===== src/vp_defs.svh =====
`ifndef VP_DEFS_SVH
`define VP_DEFS_SVH

// coordinate widths, enough for a 2048 x 2048 raster
`define VP_X_W 11
`define VP_Y_W 11

// vin_* to vp_* latency in clk cycles
// locator 1 + crop 1 + colour 2
`define VP_LATENCY 4

// luma weights in 1/256 units, they add up to exactly 256
// so a white pixel stays at 255 after the divide
`define VP_GRAY_R 77
`define VP_GRAY_G 150
`define VP_GRAY_B 29

`endif


===== src/vp_pkg.sv =====
`default_nettype none

`include "vp_defs.svh"

package vp_pkg;

    // RGB565 word as it arrives on vin_data
    typedef struct packed {
        logic [4:0] r;
        logic [5:0] g;
        logic [4:0] b;
    } rgb565_t;

    // expanded pixel used inside the colour pipeline
    typedef struct packed {
        logic [7:0] r;
        logic [7:0] g;
        logic [7:0] b;
    } rgb888_t;

    // raster position, column and row
    typedef logic [`VP_X_W-1:0] xcoord_t;
    typedef logic [`VP_Y_W-1:0] ycoord_t;

    // colour algorithm select
    typedef enum logic {
        ALGO_BYPASS = 1'b0,
        ALGO_GRAY   = 1'b1
    } algo_t;

endpackage

`default_nettype wire


===== src/pixel_delay.sv =====
`default_nettype none

module pixel_delay import vp_pkg::*; #(
    parameter type T     = rgb565_t,
    parameter int  DEPTH = 1
) (
    input  wire logic clk,
    input  wire logic rst_n,
    input  wire logic in_valid,
    input  wire T     in_data,
    output logic      out_valid,
    output T          out_data
);

    // valid chain, cleared by reset
    logic [DEPTH-1:0] valid_q;
    // payload chain, no reset needed
    T                 data_q [DEPTH];
    // edges seen since reset release, saturates at DEPTH
    int unsigned      fill_q;

    always_ff @(posedge clk or negedge rst_n) begin
        if (!rst_n) begin
            valid_q <= '0;
            fill_q  <= 0;
        end else begin
            valid_q[0] <= in_valid;
            for (int i = 1; i < DEPTH; i++) begin
                valid_q[i] <= valid_q[i-1];
            end
            if (fill_q < DEPTH) begin
                fill_q <= fill_q + 1;
            end
        end
    end

    always_ff @(posedge clk) begin
        data_q[0] <= in_data;
        for (int i = 1; i < DEPTH; i++) begin
            data_q[i] <= data_q[i-1];
        end
    end

    assign out_valid = valid_q[DEPTH-1];
    assign out_data  = data_q[DEPTH-1];

    // once the chain has been refilled after reset, the output is the input DEPTH edges ago
    a_valid_delay : assert property (@(posedge clk) disable iff (!rst_n)
        (fill_q == DEPTH) |-> (out_valid == $past(in_valid, DEPTH)));

endmodule

`default_nettype wire


===== src/pixel_locator.sv =====
`default_nettype none

module pixel_locator import vp_pkg::*; (
    input  wire logic    clk,
    input  wire logic    rst_n,
    input  wire logic    vs,
    input  wire logic    de,
    output logic         loc_de,
    output xcoord_t      x,
    output ycoord_t      y
);

    // running column, counts enabled pixels in the current line
    xcoord_t x_cnt;
    // running row, counts finished lines since vs dropped
    ycoord_t y_cnt;
    // de from the previous cycle, for the falling edge
    logic    de_q;

    always_ff @(posedge clk or negedge rst_n) begin
        if (!rst_n) begin
            x_cnt  <= '0;
            y_cnt  <= '0;
            de_q   <= 1'b0;
            loc_de <= 1'b0;
            x      <= '0;
            y      <= '0;
        end else begin
            de_q <= de;

            // outputs carry the position of the pixel sampled on this edge
            // pixels during vertical blanking are dropped
            loc_de <= de && !vs;
            x      <= x_cnt;
            y      <= y_cnt;

            if (vs) begin
                // blanking, restart the raster
                x_cnt <= '0;
                y_cnt <= '0;
            end else if (de) begin
                x_cnt <= x_cnt + 1'b1;
            end else if (de_q) begin
                // end of line, next line starts at column 0
                x_cnt <= '0;
                y_cnt <= y_cnt + 1'b1;
            end
        end
    end

    // a pixel inside a line always leaves the column count above zero,
    // a zero here means the counter ran past its top value
    a_x_no_wrap : assert property (@(posedge clk) disable iff (!rst_n)
        (de && !vs) |=> (x_cnt != '0));

endmodule

`default_nettype wire


===== src/crop_decimator.sv =====
`default_nettype none

module crop_decimator import vp_pkg::*; (
    input  wire logic       clk,
    input  wire logic       rst_n,
    input  wire logic       in_de,
    input  wire xcoord_t    x,
    input  wire ycoord_t    y,
    input  wire rgb565_t    in_data,
    input  wire xcoord_t    start_x,
    input  wire xcoord_t    end_x,
    input  wire ycoord_t    start_y,
    input  wire ycoord_t    end_y,
    input  wire logic [1:0] shift_x,
    input  wire logic [1:0] shift_y,
    output logic            out_de,
    output rgb565_t         out_data
);

    localparam xcoord_t X_ONES = '1;
    localparam ycoord_t Y_ONES = '1;

    // position relative to the window corner
    xcoord_t off_x;
    ycoord_t off_y;
    // low shift bits set, selects the bits that must be zero on the grid
    xcoord_t mask_x;
    ycoord_t mask_y;
    logic    in_win_x;
    logic    in_win_y;
    logic    on_grid_x;
    logic    on_grid_y;
    logic    keep;

    always_comb begin
        off_x  = x - start_x;
        off_y  = y - start_y;
        mask_x = ~(X_ONES << shift_x);
        mask_y = ~(Y_ONES << shift_y);

        // window is half open, end is excluded
        in_win_x = (x >= start_x) && (x < end_x);
        in_win_y = (y >= start_y) && (y < end_y);

        // decimation grid is anchored on the window corner
        on_grid_x = (off_x & mask_x) == '0;
        on_grid_y = (off_y & mask_y) == '0;

        keep = in_de && in_win_x && in_win_y && on_grid_x && on_grid_y;
    end

    always_ff @(posedge clk or negedge rst_n) begin
        if (!rst_n) begin
            out_de <= 1'b0;
        end else begin
            out_de <= keep;
        end
    end

    // pixel word only matters when out_de is high
    always_ff @(posedge clk) begin
        out_data <= in_data;
    end

    // every kept pixel came from inside the window one cycle back
    a_kept_in_window : assert property (@(posedge clk) disable iff (!rst_n)
        out_de |-> ($past(x) >= $past(start_x) && $past(x) < $past(end_x) &&
                    $past(y) >= $past(start_y) && $past(y) < $past(end_y)));

endmodule

`default_nettype wire


===== src/color_proc.sv =====
`default_nettype none

`include "vp_defs.svh"

module color_proc import vp_pkg::*; (
    input  wire logic    clk,
    input  wire logic    rst_n,
    input  wire logic    in_de,
    input  wire rgb565_t in_data,
    input  wire algo_t   algorithm_sel,
    output logic         out_de,
    output rgb565_t      out_data
);

    // expanded input, bit replication fills the low bits
    rgb888_t px;

    // stage 1 registers
    logic    s1_de;
    algo_t   s1_algo;
    rgb888_t s1_px;
    logic [15:0] s1_pr;
    logic [15:0] s1_pg;
    logic [15:0] s1_pb;

    // stage 2 combinational
    // weights add to 256, so the sum stays below 2^16
    logic [15:0] sum;
    logic [7:0]  gray;

    always_comb begin
        px.r = {in_data.r, in_data.r[4:2]};
        px.g = {in_data.g, in_data.g[5:4]};
        px.b = {in_data.b, in_data.b[4:2]};
    end

    always_ff @(posedge clk or negedge rst_n) begin
        if (!rst_n) begin
            s1_de <= 1'b0;
        end else begin
            s1_de <= in_de;
        end
    end

    // select travels with the pixel, so a change takes effect per pixel
    always_ff @(posedge clk) begin
        s1_algo <= algorithm_sel;
        s1_px   <= px;
        s1_pr   <= 16'(px.r) * 16'(`VP_GRAY_R);
        s1_pg   <= 16'(px.g) * 16'(`VP_GRAY_G);
        s1_pb   <= 16'(px.b) * 16'(`VP_GRAY_B);
    end

    always_comb begin
        sum  = s1_pr + s1_pg + s1_pb;
        // divide by 256, truncated
        gray = sum[15:8];
    end

    always_ff @(posedge clk or negedge rst_n) begin
        if (!rst_n) begin
            out_de <= 1'b0;
        end else begin
            out_de <= s1_de;
        end
    end

    // repack by truncation, bypass gives back the input word exactly
    always_ff @(posedge clk) begin
        if (s1_algo == ALGO_GRAY) begin
            out_data <= {gray[7:3], gray[7:2], gray[7:3]};
        end else begin
            out_data <= {s1_px.r[7:3], s1_px.g[7:2], s1_px.b[7:3]};
        end
    end

    // gray is a weighted mean of the expanded channels
    // and so lies between the smallest and the largest of them
    a_gray_range : assert property (@(posedge clk) disable iff (!rst_n)
        (s1_de && s1_algo == ALGO_GRAY) |->
            ((gray >= s1_px.r || gray >= s1_px.g || gray >= s1_px.b) &&
             (gray <= s1_px.r || gray <= s1_px.g || gray <= s1_px.b)));

endmodule

`default_nettype wire


===== src/video_proc.sv =====
`default_nettype none

`include "vp_defs.svh"

module video_proc import vp_pkg::*; (
    input  wire logic       clk,
    input  wire logic       rst_n,

    // video in
    input  wire logic       vin_vs,
    input  wire logic       vin_de,
    input  wire rgb565_t    vin_data,

    // run time setup, hold steady while vin_vs is low
    input  wire xcoord_t    start_x,
    input  wire xcoord_t    end_x,
    input  wire ycoord_t    start_y,
    input  wire ycoord_t    end_y,
    input  wire logic [1:0] shift_x,
    input  wire logic [1:0] shift_y,
    input  wire algo_t      algorithm_sel,

    // processed video out
    output logic            vp_vs,
    output logic            vp_de,
    output rgb565_t         vp_data
);

    // locator stage
    logic    loc_de;
    xcoord_t loc_x;
    ycoord_t loc_y;
    rgb565_t loc_data;
    // crop stage
    logic    crop_de;
    rgb565_t crop_data;
    // delayed sync
    logic    vs_valid;
    logic    vs_data;

    pixel_locator i_pixel_locator (
        .clk    (clk),
        .rst_n  (rst_n),
        .vs     (vin_vs),
        .de     (vin_de),
        .loc_de (loc_de),
        .x      (loc_x),
        .y      (loc_y)
    );

    // pixel word lined up with the registered coordinates
    pixel_delay #(
        .T     (rgb565_t),
        .DEPTH (1)
    ) i_data_delay (
        .clk       (clk),
        .rst_n     (rst_n),
        .in_valid  (vin_de),
        .in_data   (vin_data),
        .out_valid (),
        .out_data  (loc_data)
    );

    crop_decimator i_crop_decimator (
        .clk      (clk),
        .rst_n    (rst_n),
        .in_de    (loc_de),
        .x        (loc_x),
        .y        (loc_y),
        .in_data  (loc_data),
        .start_x  (start_x),
        .end_x    (end_x),
        .start_y  (start_y),
        .end_y    (end_y),
        .shift_x  (shift_x),
        .shift_y  (shift_y),
        .out_de   (crop_de),
        .out_data (crop_data)
    );

    color_proc i_color_proc (
        .clk           (clk),
        .rst_n         (rst_n),
        .in_de         (crop_de),
        .in_data       (crop_data),
        .algorithm_sel (algorithm_sel),
        .out_de        (vp_de),
        .out_data      (vp_data)
    );

    // vs follows the same latency as the pixels
    pixel_delay #(
        .T     (logic),
        .DEPTH (`VP_LATENCY)
    ) i_vs_delay (
        .clk       (clk),
        .rst_n     (rst_n),
        .in_valid  (1'b1),
        .in_data   (vin_vs),
        .out_valid (vs_valid),
        .out_data  (vs_data)
    );

    // valid stays low until the sync chain has refilled after reset
    assign vp_vs = vs_valid && vs_data;

endmodule

`default_nettype wire


===== config.mk =====
export PLATFORM = sky130hd
export DESIGN_NAME = video_proc
export DESIGN_NICKNAME = d
export VERILOG_FILES = /design/src/vp_pkg.sv /design/src/pixel_delay.sv /design/src/pixel_locator.sv /design/src/crop_decimator.sv /design/src/color_proc.sv /design/src/video_proc.sv
export VERILOG_INCLUDE_DIRS = /design/src
export SDC_FILE = /design/constraint.sdc
export NUM_CORES = 1
export LEC_CHECK = 0
export ABC_AREA = 1
export BUFFER_PORTS_ARGS = -buffer_cell sky130_fd_sc_hd__buf_2
export CELL_PAD_IN_SITES_DETAIL_PLACEMENT = 0
export CELL_PAD_IN_SITES_GLOBAL_PLACEMENT = 1
export CORE_ASPECT_RATIO = 1.4
export CORE_UTILIZATION = 40
export DETAILED_ROUTE_END_ITERATION = 10
export GPL_ROUTABILITY_DRIVEN = 0
export PLACE_DENSITY_LB_ADDON = 0.1
export RECOVER_POWER = 25
export REMOVE_ABC_BUFFERS = 1
export SYNTH_ARGS = -nofsm -noshare
export SYNTH_HDL_FRONTEND = slang
export SYNTH_SLANG_ARGS = --single-unit

===== constraint.sdc =====
create_clock -name clk -period 3.45 [get_ports clk]
set_clock_uncertainty 0.05 [all_clocks]
set_input_delay 0.5175 -clock clk [delete_from_list [all_inputs] [get_ports clk]]
set_output_delay 0.5175 -clock clk [all_outputs]
set_load 0.02 [all_outputs]

==> Word-level counts from Yosys, hierarchy flattened <==
Memories as Yosys holds them, arrays and structs flattened. A register that Yosys moved wholly into a read port is not among the register bits.
Cells that the tools add are included.
{ "word_totals": {"output_inout_bits": 18, "mem_bits_rw": 20, "inputBits": 69, "memories": 2, "word_cells": 63, "reg_bits": 137} }
{ "classes": {"mux": 7, "n_bitwise": 4, "eq_ne": 1, "reduce_logical": 14, "add_sub_neg": 6, "n_shift": 2, "n_lt_le_gt_ge": 4, "n_mul": 3} }
{ "mem_list": {"columns": ["memory", "words", "width", "read_ports", "rd_clocked_by_memory_dff", "write_ports", "line_no", "rtl"], "rows": [
  ["i_data_delay.data_q", 1, 16, 1, 1, 1, "pixel_delay.sv:18", "T data_q [DEPTH];"],
  ["i_vs_delay.data_q", 4, 1, 4, 0, 4, "pixel_delay.sv:18", null]
]} }
{ "ops": {"columns": ["operator", "count"], "rows": [
  ["two-way mux 11 bit", 6],
  ["multiplier 8 x 7 -> 15 bit, second input constant", 2],
  ["adder 11 x 1 -> 11 bit, second input constant", 2],
  ["bitwise AND 11 bit", 2],
  ["greater-or-equal comparator 11 bit", 2],
  ["zero test 11 bit", 2],
  ["< comparator 11 bit", 2],
  ["NOT 11 bit", 2],
  ["left shift 11 x 2 -> 11 bit, first input constant", 2],
  ["subtractor 11 bit", 2],
  ["adder 15 x 16 -> 16 bit", 1],
  ["adder 16 x 13 -> 16 bit", 1],
  ["two-way mux 16 bit", 1],
  ["multiplier 8 x 5 -> 13 bit, second input constant", 1],
  ["logical AND 1 bit", 8],
  ["nonzero test 3 bit", 1],
  ["!= test 2 bit, second input constant", 1],
  ["AND reduction 2 bit", 1],
  ["nonzero test 2 bit", 1],
  ["zero test 1 bit", 1]
]} }

==> Longest topological paths before layout <==
{ "logic_depth": {"ltp_word": 6, "ltp_mapped": 15, "mapped_depth_nobuf": 15} }

==> Cells and area by module <==
From an unflattened synthesis, not the netlist that was laid out.
{ "unflattened": {"hier_cells": 1079, "hier_area_um2": 9436.6} }
{ "by_module_without_submodules": {"columns": ["module", "cells_each", "area_per_inst_um2", "seq_area_each_um2", "n_inst"], "rows": [
  ["color_proc", 634, 5487.8, 1471.4, 1],
  ["pixel_locator", 183, 1793.0, 1151.1, 1],
  ["crop_decimator", 234, 1619.1, 345.3, 1],
  ["pixel_delay (i_data_delay)", 17, 345.3, 345.3, 1],
  ["pixel_delay (i_vs_delay)", 8, 180.2, 180.2, 1],
  ["video_proc", 3, 11.3, 0.0, 1]
]} }

==> Worst setup path before layout <==
No wires, ideal clock.
{ "synth_path": {"kind": "reg-to-reg", "start": "reg i_crop_decimator.out_data[13] (netlist name)", "end": "reg i_color_proc.s1_pr[12]", "synth_period_minus_slack_ns": 3.110, "path_buffers": 0, "path_slack_ns": 0.340, "arrival_time_ns": 2.940, "setup_ns": 0.120, "required_ns": 3.280, "stages_incl_launch_ff": 15, "path_cell_list": "dfxtp_1 -> ha_1 -> ha_1 -> inv_1 -> fa_1 -> fa_1 -> inv_1 -> ha_1 -> nand2_1 -> a21oi_1 -> nor2_1 -> nand2_1 -> nand3_1 -> nand2_1 -> xor2_1"} }
{ "synth_via": {"elab_chain_cells": 1} }
{ "synth_rtl": {"columns": ["element", "line_no", "rtl"], "rows": [
  ["multiplier 8 x 7 -> 15 bit", "color_proc.sv:49", "s1_pr <= 16'(px.r) * 16'(`VP_GRAY_R);"],
  ["end signal: assignment", "color_proc.sv:49", null],
  ["end: declaration", "color_proc.sv:22", "logic [15:0] s1_pr;"]
]} }
Every way passes these cells.
A chain may end at the register's enable or synchronous reset.

==> Worst setup path in the final report <==
{ "layout_path": {"start": "reg i_crop_decimator.out_data[12] (netlist name)", "end": "reg i_color_proc.s1_pr[12]"} }
{ "layout_via": {"elab_chain_cells": 1} }
{ "layout_rtl": {"columns": ["element", "line_no"], "rows": [
  ["multiplier 8 x 7 -> 15 bit", "color_proc.sv:49"]
]} }
Every way passes these cells.

==> summary.md <==
| Metric | Value |
|---|---|
| Clk pin slew, worst setup/hold paths | `70 ps` |
| Post-synthesis cell area | `between 9000 and 10000 um^2` |
| Switching Fraction | `0.416` |
| Top cells by area, synth | `dfxtp_1 23%, ha_1 21%, dfrtp_1 14%, nand2_1 8.5%, fa_1 8.3%` |
| RSZ-0062 raised after global routing | `no` |
| Dpl hpwl | `approximately 16 mm` |
| Io pins | `87` |
| Die footprint | `between 20000 and 25000 um^2` |
| Data arrival, critical path | `3530 ps` |
| Core Rows | `between 60 and 70` |
| I/O Buffers | `86` |
| Leakage | `approximately 5.9 nW` |
| Final worst path period need | `between 3000 and 4000 ps` |
| Pre-Repair DR Iteration Count | `5` |
| Max-Cap Viols | `0` |
| Height of the chip | `183 um` |
| Dpl ws | `roughly 210 ps` |
| FILL cells | `2290` |
| Adder-Cell Fraction of Synth Area | `0.289` |
| Total GRT Usage | `0.175` |
| Crit path launch type | `flip-flop` |
| Setup_tns | `0 ps` |
| Avg Cell Area, Syn | `~8.9 um^2` |
| Via count | `6736` |
| Clk sinks | `160` |
| Clk Latency, worst-skew pair | `430 ps` |
| CTS tree | `built` |
| Rel. slew slack | `0.0480` |
| Netlist cell types | `37` |
| Largest family of logic cells by synthesized area | `adder cells` |
| Gates resized, CTS repair | `0` |
| Syn. warnings | `0` |
| H-tree Lvls | `4` |
| Yosys top cell area share | `0.228` |
| Fin worst setup slack | `around 230 ps` |
| First-pass GRT wire length | `about 33 mm` |
| Die Wd | `about 130 um` |
| Routed Antenna Nets | `0` |
| Post-synth EDFFs | `0` |
| Post-synthesis sequential area ratio | `0.369` |
| Synth Instances | `~1100` |
| Hold path start | `vin_data[0]` |
| Synth area leader | `dfxtp_1` |
| # DRC | `0` |
| Hold WC Path Type | `in -> reg` |
| Async SR Flop Fraction | `0.331` |
| Setup crit start | `i_crop_decimator.out_data[12]` |
| Commonest non-fill, non-tap cells in the layout | `213 x nand2_1, 197 x inv_1, 155 x ha_1` |
| Nets | `1430` |
| Number of global-route vias before repair | `roughly 7000` |
| Main synth FF type | `dfxtp_1` |
| GRT overflow | `0` |
| Initial Utilization | `0.407` |
| Crit path max fanout | `5` |
| Tot Pwr | `approximately 0.008 W` |
| Setup violators final | `0` |
| Crit path capture type | `flip-flop` |
| P_int | `roughly 0.0047 W` |
| CTS Buf Count | `17` |
| Vias/cell | `~4.5` |
| VDD IR max | `roughly 0.00036 V` |
| Post-synthesis mux area share | `0` |
| Drt total wl | `roughly 19 mm` |
| Worst EP required | `3760 ps` |
| Maximum clock frequency | `0.310 GHz` |
| Share of total power in the clock network | `0.234` |
| Slew @ Worst Pin | `between 1000 and 1500 ps` |
| Xor and xnor area share after synthesis | `0.0289` |
| Switching power | `approximately 0.0033 W` |
| Combinational Power Share | `0.464` |
| CORE AREA | `around 23000 um^2` |
| Reg2reg start | `i_crop_decimator.out_data[12]` |
| Largest net degree at the start of global routing | `27` |
| Pwr dens | `between 700 and 800 nW/um^2` |
| Kind of critical path | `reg -> reg` |
| Post-CTS setup buffers | `0` |
| Fraction of layout cells with a size suffix above 1 | `0.123` |
| Simple-gate share of the synthesized area | `0.167` |
| Cts hold-fix bufs | `0` |
| Area growth, synth to finish | `15.6%` |
| Initial DRC Count | `about 280` |
| Final Hold Fails | `0` |
| CTS root buf | `clkbuf_16` |
| Ant. Diodes | `0` |
| Synth Register Bits | `160` |
| Reg power frac | `0.301` |
| Initial antenna violation count | `0` |
| Commonest non-fill, non-tap cell in the layout | `nand2_1` |
| Slew Limit Fails | `0` |
| Final worst-path cycle share | `0.934` |
| Outcome | `finished clean` |
| Synth Area in Compound Gates | `0.0646` |
| Max clock buf depth | `2` |
| Wire per inst | `between 10 and 15 um` |
flip-flops by register name, summed over array words and instances, names as in the netlist, 13 cells and up:
name	cells
i_color_proc.s1_px	16
i_crop_decimator.out_data	16
i_color_proc.out_data	16
i_color_proc.s1_pg	14
i_color_proc.s1_pr	13
i_data_delay.data_q	16
worst max-delay path: stages, from the launching register on:
cell	delay [ps]
dfxtp_1	420
ha_1	270
ha_1	270
inv_1	50
fa_1	490
fa_1	510
inv_1	40
ha_1	360
nand2_1	100
a21oi_1	130
nor2_1	50
nand2_1	100
nand3_1	80
nand2_1	100
xor2_1	150
synthesized netlist by cell type (all sizes together), types with 6 or more instances:
library cell and instances:
a21oi 53, dfrtp 53, dfxtp 107, fa 39, ha 155, inv 199
nand2 214, nand3 58, nand4 12, nor2 57, nor3 13, o21ai 27
o21bai 6, xnor2 6, xor2 25
metal layers:
layer / vias up / routed length, um / track usage / share of wire
li1: 3589 / - / - / -
met1: 3039 / 7710 / 0.181 / 0.41
met2: 90 / 10500 / 0.346 / 0.55
met3: 18 / 461 / 0.0306 / 0.024
met4: 0 / 321 / 0.0637 / 0.017
met5: - / 0 / 0 / 0
cells by family after synthesis:
logic type	Yosys count
other cells	1
compound gates	106
simple gates	360
xor+xnor	31
fa+ha+maj	194
buf+inv	201
flops	160
area by class of cell:
cell class | instances | area, um^2 | area share
Sequential cell | 160 | 3470 | 0.319
Tap cell | 306 | 383 | 0.0352
Clock inverter | 13 | 138 | 0.0127
Clock buffer | 19 | 454 | 0.0418
Inverter | 199 | 747 | 0.0687
Timing Repair Buffer | 97 | 509 | 0.0468
Multi-Input combinational cell | 692 | 5180 | 0.476
power by group through the flow:
| stage | logic (W) | registers [W] | clock network (W) |
|---|---|---|---|
| floorplan | 0.00266 | 0.00254 | 0 |
| global placement | 0.00380 | 0.00247 | 0 |
| CTS | 0.00383 | 0.00243 | 0.00195 |
| global route | 0.00435 | 0.00246 | 0.00203 |
| detailed placement | 0.00381 | 0.00247 | 0 |
| finish | 0.00373 | 0.00242 | 0.00188 |
final timing paths:
check	endpoint	slack (ps)	cells past startpoint
setup / recovery	i_color_proc.s1_pr[12]	230	14
hold / removal	i_data_delay.data_q[0][0]	130	1
setup reg to reg	i_color_proc.s1_pr[12]	230	14
hold reg to reg	i_crop_decimator.out_data[6]	270	0
max in group asynchronous	i_vs_delay.valid_q[0]	2040	2
min in group asynchronous	i_pixel_locator.x_cnt[6]	360	1
per-stage QoR:
step | hold WS (ps) | area (um^2) | instances | util
CTS | 37.6 | 10900 | 1486 | 0.471
floorplan | 172 | 9390 | 1051 | -
global route | 107 | 10900 | 1486 | 0.470
detailed placement | 262 | 10300 | 1454 | 0.445
finish | 131 | 10900 | 1486 | 0.470
global placement | 260 | 10300 | 1454 | 0.445
(Power assumes the default switching activity.)
